===== src/hw/cpu_pkg.sv =====
`default_nettype none

package cpu_pkg;

	typedef logic [31:0] word_t;	// Data and instruction word
	typedef logic [4:0]  reg_idx_t;
	typedef logic [5:0]  opcode_t;	// instr[31:26]
	typedef logic [5:0]  func_t;	// instr[5:0]
	typedef logic [4:0]  alu_op_t;
	typedef logic [1:0]  pc_src_t;	// 0 pc+1, 1 jf target, 2 rs, 3 jump field
	typedef logic [1:0]  wb_sel_t;	// 0 ALU, 1 data memory, 3 link

	localparam opcode_t OP_RTYPE = 6'd0;
	localparam opcode_t OP_ADDI  = 6'd1;
	localparam opcode_t OP_SUBI  = 6'd2;
	localparam opcode_t OP_MULI  = 6'd3;
	localparam opcode_t OP_ANDI  = 6'd6;	// 4 and 5 were divi and modi
	localparam opcode_t OP_ORI   = 6'd7;
	localparam opcode_t OP_XORI  = 6'd8;
	localparam opcode_t OP_NOT   = 6'd9;
	localparam opcode_t OP_LANDI = 6'd10;
	localparam opcode_t OP_LORI  = 6'd11;
	localparam opcode_t OP_SLLI  = 6'd12;
	localparam opcode_t OP_SRLI  = 6'd13;
	localparam opcode_t OP_MOV   = 6'd14;
	localparam opcode_t OP_LW    = 6'd15;
	localparam opcode_t OP_LI    = 6'd16;
	localparam opcode_t OP_SW    = 6'd18;
	localparam opcode_t OP_OUT   = 6'd20;
	localparam opcode_t OP_JF    = 6'd21;
	localparam opcode_t OP_J     = 6'd22;
	localparam opcode_t OP_JAL   = 6'd23;
	localparam opcode_t OP_HALT  = 6'd24;

	localparam func_t FN_ADD  = 6'd0;
	localparam func_t FN_SUB  = 6'd1;
	localparam func_t FN_MUL  = 6'd2;
	localparam func_t FN_AND  = 6'd5;
	localparam func_t FN_OR   = 6'd6;
	localparam func_t FN_XOR  = 6'd7;
	localparam func_t FN_LAND = 6'd8;
	localparam func_t FN_LOR  = 6'd9;
	localparam func_t FN_SLL  = 6'd10;
	localparam func_t FN_SRL  = 6'd11;
	localparam func_t FN_EQ   = 6'd12;
	localparam func_t FN_NE   = 6'd13;
	localparam func_t FN_LT   = 6'd14;
	localparam func_t FN_LE   = 6'd15;
	localparam func_t FN_GT   = 6'd16;
	localparam func_t FN_GE   = 6'd17;
	localparam func_t FN_JR   = 6'd18;

	localparam alu_op_t ALU_ADD    = 5'b00000;
	localparam alu_op_t ALU_SUB    = 5'b00001;
	localparam alu_op_t ALU_MUL    = 5'b00010;
	localparam alu_op_t ALU_SLL    = 5'b00101;
	localparam alu_op_t ALU_SRL    = 5'b00110;
	localparam alu_op_t ALU_AND    = 5'b01000;
	localparam alu_op_t ALU_OR     = 5'b01001;
	localparam alu_op_t ALU_XOR    = 5'b01010;
	localparam alu_op_t ALU_NOT    = 5'b01011;
	localparam alu_op_t ALU_LAND   = 5'b01100;
	localparam alu_op_t ALU_LOR    = 5'b01101;
	localparam alu_op_t ALU_PASS_A = 5'b01110;
	localparam alu_op_t ALU_PASS_B = 5'b01111;
	localparam alu_op_t ALU_EQ     = 5'b10000;	// Compares all have bit 4 set
	localparam alu_op_t ALU_NE     = 5'b10001;
	localparam alu_op_t ALU_LT     = 5'b10010;
	localparam alu_op_t ALU_LE     = 5'b10011;
	localparam alu_op_t ALU_GT     = 5'b10100;
	localparam alu_op_t ALU_GE     = 5'b10101;

	localparam reg_idx_t LINK_REG = 5'd31;	// jal return address

endpackage

`default_nettype wire


===== src/hw/control_unit.sv =====
`timescale 1ns/1ps
`default_nettype none

module control_unit (
	input  wire cpu_pkg::word_t i_instr,
	input  wire                 i_is_false,	// ALU zero flag
	output logic                o_reg_write,
	output logic                o_mem_write,
	output logic                o_out_write,
	output logic                o_halt,
	output logic                o_reg_alu_op,	// 1 selects rt as ALU operand B, 0 the immediate
	output logic                o_rt_dest,	// 1 writes rt, 0 writes rd
	output cpu_pkg::wb_sel_t    o_wb_sel,
	output cpu_pkg::pc_src_t    o_pc_source,
	output cpu_pkg::alu_op_t    o_alu_op
);
	import cpu_pkg::*;

	opcode_t op;
	func_t   fn;

	assign op = i_instr[31:26];
	assign fn = i_instr[5:0];

	// R type, selected by func
	wire is_rtype = (op == OP_RTYPE);
	wire is_add   = is_rtype & (fn == FN_ADD);
	wire is_sub   = is_rtype & (fn == FN_SUB);
	wire is_mul   = is_rtype & (fn == FN_MUL);
	wire is_and   = is_rtype & (fn == FN_AND);
	wire is_or    = is_rtype & (fn == FN_OR);
	wire is_xor   = is_rtype & (fn == FN_XOR);
	wire is_land  = is_rtype & (fn == FN_LAND);
	wire is_lor   = is_rtype & (fn == FN_LOR);
	wire is_sll   = is_rtype & (fn == FN_SLL);
	wire is_srl   = is_rtype & (fn == FN_SRL);
	wire is_eq    = is_rtype & (fn == FN_EQ);
	wire is_ne    = is_rtype & (fn == FN_NE);
	wire is_lt    = is_rtype & (fn == FN_LT);
	wire is_le    = is_rtype & (fn == FN_LE);
	wire is_gt    = is_rtype & (fn == FN_GT);
	wire is_ge    = is_rtype & (fn == FN_GE);
	wire is_jr    = is_rtype & (fn == FN_JR);

	// I and J type, selected by opcode
	wire is_addi  = (op == OP_ADDI);
	wire is_subi  = (op == OP_SUBI);
	wire is_muli  = (op == OP_MULI);
	wire is_andi  = (op == OP_ANDI);
	wire is_ori   = (op == OP_ORI);
	wire is_xori  = (op == OP_XORI);
	wire is_not   = (op == OP_NOT);
	wire is_landi = (op == OP_LANDI);
	wire is_lori  = (op == OP_LORI);
	wire is_slli  = (op == OP_SLLI);
	wire is_srli  = (op == OP_SRLI);
	wire is_mov   = (op == OP_MOV);
	wire is_lw    = (op == OP_LW);
	wire is_li    = (op == OP_LI);
	wire is_sw    = (op == OP_SW);
	wire is_out   = (op == OP_OUT);
	wire is_jf    = (op == OP_JF);
	wire is_j     = (op == OP_J);
	wire is_jal   = (op == OP_JAL);
	wire is_halt  = (op == OP_HALT);

	wire r_alu = is_add | is_sub | is_mul | is_and | is_or | is_xor | is_land | is_lor |
		is_sll | is_srl | is_eq | is_ne | is_lt | is_le | is_gt | is_ge;
	wire i_alu = is_addi | is_subi | is_muli | is_andi | is_ori | is_xori | is_not |
		is_landi | is_lori | is_slli | is_srli;

	assign o_reg_write  = r_alu | i_alu | is_mov | is_lw | is_li | is_jal;
	assign o_mem_write  = is_sw;
	assign o_out_write  = is_out;
	assign o_halt       = is_halt;
	assign o_reg_alu_op = r_alu | is_mov;
	assign o_rt_dest    = i_alu | is_mov | is_lw | is_li;

	assign o_wb_sel[0]    = is_lw | is_jal;
	assign o_wb_sel[1]    = is_jal;
	assign o_pc_source[0] = is_j | is_jal | (is_jf & i_is_false);
	assign o_pc_source[1] = is_j | is_jal | is_jr;

	// Each line contributes its own code; add, lw and sw fall through as ALU_ADD
	assign o_alu_op = ({5{is_sub | is_subi}} & ALU_SUB)
		| ({5{is_mul | is_muli}} & ALU_MUL)
		| ({5{is_and | is_andi}} & ALU_AND)
		| ({5{is_or | is_ori}} & ALU_OR)
		| ({5{is_xor | is_xori}} & ALU_XOR)
		| ({5{is_not}} & ALU_NOT)
		| ({5{is_land | is_landi}} & ALU_LAND)
		| ({5{is_lor | is_lori}} & ALU_LOR)
		| ({5{is_sll | is_slli}} & ALU_SLL)
		| ({5{is_srl | is_srli}} & ALU_SRL)
		| ({5{is_mov | is_jr | is_jf | is_out}} & ALU_PASS_A)	// jf tests rs through the zero flag
		| ({5{is_li}} & ALU_PASS_B)
		| ({5{is_eq}} & ALU_EQ)
		| ({5{is_ne}} & ALU_NE)
		| ({5{is_lt}} & ALU_LT)
		| ({5{is_le}} & ALU_LE)
		| ({5{is_gt}} & ALU_GT)
		| ({5{is_ge}} & ALU_GE);

endmodule

`default_nettype wire


===== src/hw/alu.sv =====
`timescale 1ns/1ps
`default_nettype none

module alu (
	input  wire cpu_pkg::word_t  i_a,
	input  wire cpu_pkg::word_t  i_b,
	input  wire cpu_pkg::alu_op_t i_alu_op,
	output cpu_pkg::word_t       o_result,
	output logic                 o_zero
);
	import cpu_pkg::*;

	logic  [4:0] shamt;
	logic        a_set;
	logic        b_set;
	word_t       product;

	assign shamt   = i_b[4:0];	// Shift amount
	assign a_set   = |i_a;
	assign b_set   = |i_b;
	assign product = i_a * i_b;	// Low 32 bits only

	always_comb begin
		case (i_alu_op)
			ALU_ADD:    o_result = i_a + i_b;
			ALU_SUB:    o_result = i_a - i_b;
			ALU_MUL:    o_result = product;
			ALU_AND:    o_result = i_a & i_b;
			ALU_OR:     o_result = i_a | i_b;
			ALU_XOR:    o_result = i_a ^ i_b;
			ALU_NOT:    o_result = ~i_a;
			ALU_LAND:   o_result = {31'd0, a_set & b_set};
			ALU_LOR:    o_result = {31'd0, a_set | b_set};
			ALU_SLL:    o_result = i_a << shamt;
			ALU_SRL:    o_result = i_a >> shamt;	// Logical, zero fill
			ALU_PASS_A: o_result = i_a;
			ALU_PASS_B: o_result = i_b;
			// Signed compares
			ALU_EQ:     o_result = {31'd0, i_a == i_b};
			ALU_NE:     o_result = {31'd0, i_a != i_b};
			ALU_LT:     o_result = {31'd0, $signed(i_a) < $signed(i_b)};
			ALU_LE:     o_result = {31'd0, $signed(i_a) <= $signed(i_b)};
			ALU_GT:     o_result = {31'd0, $signed(i_a) > $signed(i_b)};
			ALU_GE:     o_result = {31'd0, $signed(i_a) >= $signed(i_b)};
			default:    o_result = '0;
		endcase
	end

	assign o_zero = (o_result == '0);

endmodule

`default_nettype wire


===== src/hw/register_file.sv =====
`timescale 1ns/1ps
`default_nettype none

module register_file (
	input  wire                    i_clk,
	input  wire                    i_reset,
	input  wire cpu_pkg::reg_idx_t i_rs,
	input  wire cpu_pkg::reg_idx_t i_rt,
	input  wire                    i_wr_en,
	input  wire cpu_pkg::reg_idx_t i_wr_idx,
	input  wire cpu_pkg::word_t    i_wr_data,
	output cpu_pkg::word_t         o_rs_data,
	output cpu_pkg::word_t         o_rt_data
);
	import cpu_pkg::*;

	word_t regs [32];

	always_ff @(posedge i_clk) begin
		if (i_reset) begin
			for (int i = 0; i < 32; i++) begin
				regs[i] <= '0;
			end
		end else if (i_wr_en && (i_wr_idx != '0)) begin	// r0 stays zero
			regs[i_wr_idx] <= i_wr_data;
		end
	end

	// Combinational reads
	assign o_rs_data = (i_rs == '0) ? '0 : regs[i_rs];
	assign o_rt_data = (i_rt == '0) ? '0 : regs[i_rt];

endmodule

`default_nettype wire


===== src/hw/data_memory.sv =====
`timescale 1ns/1ps
`default_nettype none

module data_memory #(
	parameter int DATA_WORDS = 16
) (
	input  wire                 i_clk,
	input  wire                 i_wr_en,
	input  wire cpu_pkg::word_t i_addr,
	input  wire cpu_pkg::word_t i_wr_data,
	output cpu_pkg::word_t      o_rd_data
);
	import cpu_pkg::*;

	localparam int AW = (DATA_WORDS > 1) ? $clog2(DATA_WORDS) : 1;

	word_t          mem [DATA_WORDS];
	word_t          addr_mod;
	logic  [AW-1:0] idx;

	assign addr_mod = i_addr % word_t'(DATA_WORDS);	// Wraps around the depth
	assign idx      = addr_mod[AW-1:0];

	always_ff @(posedge i_clk) begin
		if (i_wr_en) begin
			mem[idx] <= i_wr_data;
		end
	end

	assign o_rd_data = mem[idx];	// Asynchronous read

endmodule

`default_nettype wire


===== src/hw/core_sequencer.sv =====
`timescale 1ns/1ps
`default_nettype none

module core_sequencer (
	input  wire                   i_clk,
	input  wire                   i_reset,
	input  wire                   i_instr_req,
	input  wire cpu_pkg::word_t   i_instr,
	input  wire                   i_reg_write,
	input  wire                   i_mem_write,
	input  wire                   i_out_write,
	input  wire                   i_halt,
	input  wire                   i_rt_dest,
	input  wire cpu_pkg::wb_sel_t i_wb_sel,
	input  wire cpu_pkg::pc_src_t i_pc_source,
	input  wire cpu_pkg::word_t   i_alu_result,
	input  wire cpu_pkg::word_t   i_mem_data,
	input  wire cpu_pkg::word_t   i_rs_data,
	output logic                  o_instr_ack,
	output cpu_pkg::word_t        o_pc,
	output logic                  o_wr_en,
	output cpu_pkg::reg_idx_t     o_wr_idx,
	output cpu_pkg::word_t        o_wr_data,
	output logic                  o_mem_wr_en,
	output logic                  o_out_valid,
	output cpu_pkg::word_t        o_out_data,
	output logic                  o_halted
);
	import cpu_pkg::*;

	typedef enum logic [1:0] {
		S_IDLE,
		S_ACK,
		S_HALTED
	} seq_state_t;

	seq_state_t state;
	logic       commit;
	word_t      pc_plus1;
	word_t      imm_sext;
	word_t      next_pc;

	assign commit   = (state == S_IDLE) && i_instr_req;	// Instruction executes on this edge
	assign pc_plus1 = o_pc + 32'd1;
	assign imm_sext = {{16{i_instr[15]}}, i_instr[15:0]};

	assign o_wr_en     = commit && i_reg_write;
	assign o_mem_wr_en = commit && i_mem_write;

	always_comb begin
		case (i_pc_source)
			2'd1:    next_pc = imm_sext;	// jf taken, absolute target
			2'd2:    next_pc = i_rs_data;	// jr
			2'd3:    next_pc = {6'd0, i_instr[25:0]};
			default: next_pc = pc_plus1;
		endcase
	end

	always_comb begin
		if (i_wb_sel == 2'd3) begin
			o_wr_idx = LINK_REG;
		end else if (i_rt_dest) begin
			o_wr_idx = i_instr[20:16];
		end else begin
			o_wr_idx = i_instr[15:11];
		end
	end

	always_comb begin
		case (i_wb_sel)
			2'd1:    o_wr_data = i_mem_data;
			2'd3:    o_wr_data = pc_plus1;	// Link value
			default: o_wr_data = i_alu_result;
		endcase
	end

	always_ff @(posedge i_clk) begin
		if (i_reset) begin
			state       <= S_IDLE;
			o_instr_ack <= 1'b0;
			o_out_valid <= 1'b0;
			o_halted    <= 1'b0;
			o_pc        <= '0;
		end else begin
			o_out_valid <= commit && i_out_write;
			case (state)
				S_IDLE: begin
					if (i_instr_req) begin
						state       <= S_ACK;
						o_instr_ack <= 1'b1;
						o_pc        <= next_pc;
						o_halted    <= i_halt;
					end
				end
				S_ACK: begin
					if (!i_instr_req) begin	// Host finished its half
						o_instr_ack <= 1'b0;
						state       <= o_halted ? S_HALTED : S_IDLE;
					end
				end
				default: state <= S_HALTED;	// Only reset leaves
			endcase
		end
	end

	always_ff @(posedge i_clk) begin
		if (commit && i_out_write) begin
			o_out_data <= i_rs_data;
		end
	end

	ack_needs_req: assert property (@(posedge i_clk) disable iff (i_reset)
		$rose(o_instr_ack) |-> $past(i_instr_req))
		else $error("core_sequencer: ack rose without a request");

	no_ack_halted: assert property (@(posedge i_clk) disable iff (i_reset)
		(state == S_HALTED) |-> !o_instr_ack)
		else $error("core_sequencer: ack high after halt");

endmodule

`default_nettype wire


===== src/hw/cpu_core.sv =====
`timescale 1ns/1ps
`default_nettype none

module cpu_core #(
	parameter int DATA_WORDS = 16
) (
	input  wire                 i_clk,
	input  wire                 i_reset,
	input  wire                 i_instr_req,
	input  wire cpu_pkg::word_t i_instr,
	output logic                o_instr_ack,
	output cpu_pkg::word_t      o_pc,
	output logic                o_out_valid,
	output cpu_pkg::word_t      o_out_data,
	output logic                o_halted
);
	import cpu_pkg::*;

	logic     reg_write;
	logic     mem_write;
	logic     out_write;
	logic     halt;
	logic     reg_alu_op;
	logic     rt_dest;
	logic     alu_zero;
	wb_sel_t  wb_sel;
	pc_src_t  pc_source;
	alu_op_t  alu_op;
	word_t    rs_data;
	word_t    rt_data;
	word_t    imm_sext;
	word_t    alu_b;
	word_t    alu_result;
	word_t    mem_data;
	logic     wr_en;
	reg_idx_t wr_idx;
	word_t    wr_data;
	logic     mem_wr_en;

	assign imm_sext = {{16{i_instr[15]}}, i_instr[15:0]};
	assign alu_b    = reg_alu_op ? rt_data : imm_sext;	// Operand B select

	control_unit ctrl_i (
		.i_instr(i_instr), .i_is_false(alu_zero),
		.o_reg_write(reg_write), .o_mem_write(mem_write), .o_out_write(out_write),
		.o_halt(halt), .o_reg_alu_op(reg_alu_op), .o_rt_dest(rt_dest),
		.o_wb_sel(wb_sel), .o_pc_source(pc_source), .o_alu_op(alu_op)
	);

	alu alu_i (
		.i_a(rs_data), .i_b(alu_b), .i_alu_op(alu_op),
		.o_result(alu_result), .o_zero(alu_zero)
	);

	register_file regs_i (
		.i_clk(i_clk), .i_reset(i_reset),
		.i_rs(i_instr[25:21]), .i_rt(i_instr[20:16]),
		.i_wr_en(wr_en), .i_wr_idx(wr_idx), .i_wr_data(wr_data),
		.o_rs_data(rs_data), .o_rt_data(rt_data)
	);

	data_memory #(.DATA_WORDS(DATA_WORDS)) dmem_i (
		.i_clk(i_clk), .i_wr_en(mem_wr_en), .i_addr(alu_result),	// rs + imm
		.i_wr_data(rt_data), .o_rd_data(mem_data)
	);

	core_sequencer seq_i (
		.i_clk(i_clk), .i_reset(i_reset), .i_instr_req(i_instr_req), .i_instr(i_instr),
		.i_reg_write(reg_write), .i_mem_write(mem_write), .i_out_write(out_write),
		.i_halt(halt), .i_rt_dest(rt_dest), .i_wb_sel(wb_sel), .i_pc_source(pc_source),
		.i_alu_result(alu_result), .i_mem_data(mem_data), .i_rs_data(rs_data),
		.o_instr_ack(o_instr_ack), .o_pc(o_pc), .o_wr_en(wr_en), .o_wr_idx(wr_idx),
		.o_wr_data(wr_data), .o_mem_wr_en(mem_wr_en), .o_out_valid(o_out_valid),
		.o_out_data(o_out_data), .o_halted(o_halted)
	);

endmodule

`default_nettype wire


===== config.mk =====
export PLATFORM = sky130hd
export DESIGN_NAME = cpu_core
export DESIGN_NICKNAME = d
export VERILOG_FILES = /design/src/hw/cpu_pkg.sv /design/src/hw/control_unit.sv /design/src/hw/alu.sv /design/src/hw/register_file.sv /design/src/hw/data_memory.sv /design/src/hw/core_sequencer.sv /design/src/hw/cpu_core.sv
export SDC_FILE = /design/constraint.sdc
export NUM_CORES = 2
export LEC_CHECK = 0
export BUFFER_PORTS_ARGS = -buffer_cell sky130_fd_sc_hd__clkbuf_2
export CAP_MARGIN = 10
export CORE_MARGIN = 2
export CORE_UTILIZATION = 55
export CTS_CLUSTER_DIAMETER = 120
export DETAILED_ROUTE_END_ITERATION = 10
export GPL_TIMING_DRIVEN = 1
export PLACE_DENSITY = 0.67
export SYNTH_ARGS = -nofsm -noshare
export SYNTH_HDL_FRONTEND = slang
export SYNTH_SLANG_ARGS = --single-unit

===== constraint.sdc =====
create_clock -name i_clk -period 15.15 [get_ports i_clk]
set_input_delay 2.2725 -clock i_clk [delete_from_list [all_inputs] [get_ports i_clk]]
set_output_delay 2.2725 -clock i_clk [all_outputs]
set_load 0.05 [all_outputs]

==> impl_metrics.json <==
{
  "run_status": "finished with violations",
  "failed_checks": "capacitance limit",
  "critical-path-top-delay-family": "simple AND/OR/NAND/NOR gates",
  "global_route.overflow_total": 0,
  "final_report_max_slew_violation_count": 0,
  "synth_top_area_cell": "sky130_fd_sc_hd__edfxtp_1",
  "powerDensity_mw_per_mm2": 262.2,
  "worst_setup_path_end_kind": "register",
  "cts_setup_buffers": 0,
  "synth_enable_flop_cells": 1568,
  "period_minus_slack_ns": 14.20,
  "area_growth_syn_to_layout_pct": 11.70,
  "die-width_um": 436.0,
  "clk-insertion-delay-late_ns": 0.90,
  "hold_slack_ns": 0.5081,
  "hold_viol_final": 0,
  "hold_path_class": "register to register",
  "yosys-top-cells-area": "sky130_fd_sc_hd__edfxtp_1 46%, sky130_fd_sc_hd__mux4_2 8.6%, sky130_fd_sc_hd__fa_1 8.0%",
  "avgViaCountPerCell": 7.209,
  "synth_cells": 8883,
  "drc_markers": 0,
  "critical_path_cell_count": 38,
  "setup_ws_final_ns": 0.9476,
  "die_y_um": 436.0,
  "layout-drive-gt1-share": 0.1874,
  "antenna_found_initial": 42,
  "cts.sinks": 1605,
  "r2r-start": "regs_i.regs[29][7]",
  "vdd_ir_drop_max_v": 0.002556,
  "worst-endpoint-required_ns": 15.97,
  "via_count_of_the_first_global_routing_pass": 81100,
  "die_area_sq_mm": 0.1901,
  "groute.usage.overall": 0.4839,
  "synth.yosys.warnings": 0,
  "synth.distinct_cells": 101,
  "cp-start-kind": "primary input",
  "critical_path_buf_inv_count": 7,
  "setup_violators_final": 0,
  "cts_inserted_buffers": 167,
  "worst_pin_slew_ns": 1.471,
  "cp_data_arrival_time_ns": 15.03,
  "cts_hold_buf": 0,
  "mappedNetlistArea_sq_mm": 0.1026,
  "detail_route.wirelength_mm": 466.1,
  "synth.top_cell.area_share": 0.4587,
  "syn-mean-instance-area_sq_um": 11.55,
  "cts_repair_resize_count": 0,
  "placement_rows": 158,
  "n_fill_cell": 14690,
  "nets": 9726,
  "grt_max_degree": 142,
  "post-route-period-util": 0.9375,
  "ys.flop_type": "sky130_fd_sc_hd__edfxtp_1",
  "final.setup_skew_ns": 0.08667,
  "leakage_power_nw": 43.67,
  "max_cap_viols": 1,
  "postSynthRegisterBits": 1605,
  "htreeDepth": 4,
  "clock_tree.buffer_depth": 3,
  "crit_path_top_delay_cell": "sky130_fd_sc_hd__or4b_2",
  "path_max_fanout": 13,
  "design.portCount": 102,
  "dp_worst_setup_slack_ns": 0.5235,
  "r2r_end": "seq_i.o_pc[12]",
  "vias": 84280,
  "dr.pass1.iters": 7,
  "multi_input_area_sq_mm": 0.05072,
  "reg2regPathDepth": 38,
  "grt_setup_unrepaired": "false",
  "dp_hpwl_mm": 328.9,
  "synthArstFlopShare": 0,
  "starting_density_of_the_core": 0.5535,
  "tritoncts": "built",
  "totalPowerFinal_mw": 30.06,
  "buffer_ports.inserted": 101,
  "timing.critical_path.from": "i_instr[30]",
  "final-seq-area_sq_mm": 0.04783,
  "tns_ns": 0,
  "yosysSeqAreaShare": 0.4660,
  "drt-wirelength-per-cell_um": 39.87,
  "cts.clk_slew.worst_paths_ns": 0.06,
  "critPathCapture": "seq_i.o_pc[12]",
  "max_freq_mhz": 70.41,
  "max_slew_margin": 0.01773,
  "gpl.final_weighted_congestion": 1.079,
  "setup.worst_path.class": "primary input to register",
  "rrSetupSlack_ns": 2.98,
  "detailedRoute.firstIterationViolations": 14600,
  "cts_root_buf": "sky130_fd_sc_hd__clkbuf_16",
  "grt_first_pass_wirelength_mm": 640.2,
  "crit_path_max_incr_delay_ns": 0.80,
  "ant_nets": 0,
  "critical-path-top-cell-by-count": "sky130_fd_sc_hd__fa_1",
  "design.core.area_sq_mm": 0.1854
}
==> report_power, final <==
part / leakage [nW] / internal, mW / switching, mW
sequential: 15.8 / 5.02 / 0.0686
combinational: 25.3 / 8.09 / 12.8
clock: 2.56 / 2.21 / 1.87
total: 43.7 / 15.3 / 14.7
==> worst min path at each step <==
stage | startpoint | depth (start not counted) | endpoint
global placement | seq_i.state[1] | 2 | seq_i.state[1]
floorplan | seq_i.state[1] | 2 | seq_i.state[1]
detailed placement | seq_i.state[1] | 2 | seq_i.state[1]
finish | seq_i.state[1] | 2 | seq_i.state[1]
global route | seq_i.state[1] | 2 | seq_i.state[1]
CTS | seq_i.state[1] | 2 | seq_i.state[1]
==> cell usage after synthesis (60+ instances only) <==
cell / instances
sky130_fd_sc_hd__nor3_1: 90
sky130_fd_sc_hd__mux2i_1: 456
sky130_fd_sc_hd__a21oi_1: 222
sky130_fd_sc_hd__a211oi_1: 93
sky130_fd_sc_hd__inv_1: 516
sky130_fd_sc_hd__fa_1: 410
sky130_fd_sc_hd__buf_2: 225
sky130_fd_sc_hd__mux4_2: 390
sky130_fd_sc_hd__edfxtp_1: 1568
sky130_fd_sc_hd__o211ai_1: 60
sky130_fd_sc_hd__nor2_1: 1617
sky130_fd_sc_hd__nand3_1: 82
sky130_fd_sc_hd__nand2_1: 646
sky130_fd_sc_hd__nand4_1: 61
sky130_fd_sc_hd__ha_1: 221
sky130_fd_sc_hd__mux2_2: 181
sky130_fd_sc_hd__a22oi_1: 120
sky130_fd_sc_hd__o21ai_0: 248
sky130_fd_sc_hd__buf_1: 71
sky130_fd_sc_hd__o22ai_1: 88
sky130_fd_sc_hd__xnor2_1: 106
sky130_fd_sc_hd__clkbuf_1: 396
==> routing by layer <==
metal,track usage,share of wire,vias up
li1,-,-,32800
met1,0.6183,0.35,42160
met2,0.6804,0.41,7614
met3,0.2012,0.16,1667
met4,0.3053,0.079,38
met5,0,0.00074,-
==> per-stage QoR <==
step                  util  instance area [sq um]  std cells
global placement    0.5891                 109200      11370
detailed placement  0.5891                 109200      11370
CTS                 0.6178                 114600      11670
finish              0.6183                 114700      11690
global route        0.6181                 114600      11670
floorplan                -                 102800       8914
==> sequential cells by signal, summed over array words and instances (netlist names) <==
signal,count
seq_i.o_out_data,32
seq_i.o_pc,32
seq_i.o_out_valid,1
regs_i.regs,1024
seq_i.o_instr_ack,1
seq_i.state,2
dmem_i.mem,512
seq_i.o_halted,1
==> layout by cell type (no fill, tap or decap), drive strengths merged, types with 30 or more instances in the layout <==
cell type and count:
and3 44, a221oi 72, xnor2 106, a2111oi 48
clkbuf 294, nor3 91, mux4 390, a21oi 222
o21ai 261, nor2 1622, a21o 42, and2 36
ha 221, o2111ai 31, dfxtp 37, o211ai 60
a22oi 120, fa 410, buf 604, nor2b 30
nand3 82, nand2 647, a22o 46, clkinv 89
conb 32, o221ai 35, a211oi 96, nand4 61
mux2 181, mux2i 456, edfxtp 1568, a31oi 40
nor4 32, inv 524, o22a 34, o22ai 88
==> worst reg2reg max path, delay by kind of cell, from the launching register on <==
| kind | cells | cell delay, ns |
|---|---|---|
| compound gates | 10 | 2.86 |
| xor+xnor | 1 | 0.19 |
| buf+inv | 8 | 1.06 |
| simple gates | 9 | 2.94 |
| fa+ha+maj | 9 | 4.13 |
| flops | 1 | 0.41 |
| mux | 1 | 0.51 |
==> kinds of logic after synthesis <==
| kind of cell | synth area share |
|---|---|
| AOI/OAI and AO/OA | 0.09991 |
| xor gates and xnor gates | 0.01292 |
| buffers and inverters | 0.05013 |
| adders and majority gates | 0.1069 |
| and+or+nand+nor | 0.1142 |
| other | 0.00003654 |
| muxes | 0.1499 |
| DFF | 0.4660 |
==> area by class of cell <==
class                           instances  share of cell area
Antenna cell                           20           0.0004365
Clock inverter                        100            0.008676
Clock buffer                          199             0.03768
Multi-Input combinational cell       6056              0.4424
Tap cell                             2480             0.02706
Timing Repair Buffer                  699             0.04923
Inverter                              531             0.01741
Sequential cell                      1605              0.4171
(Power assumes the default switching activity.)
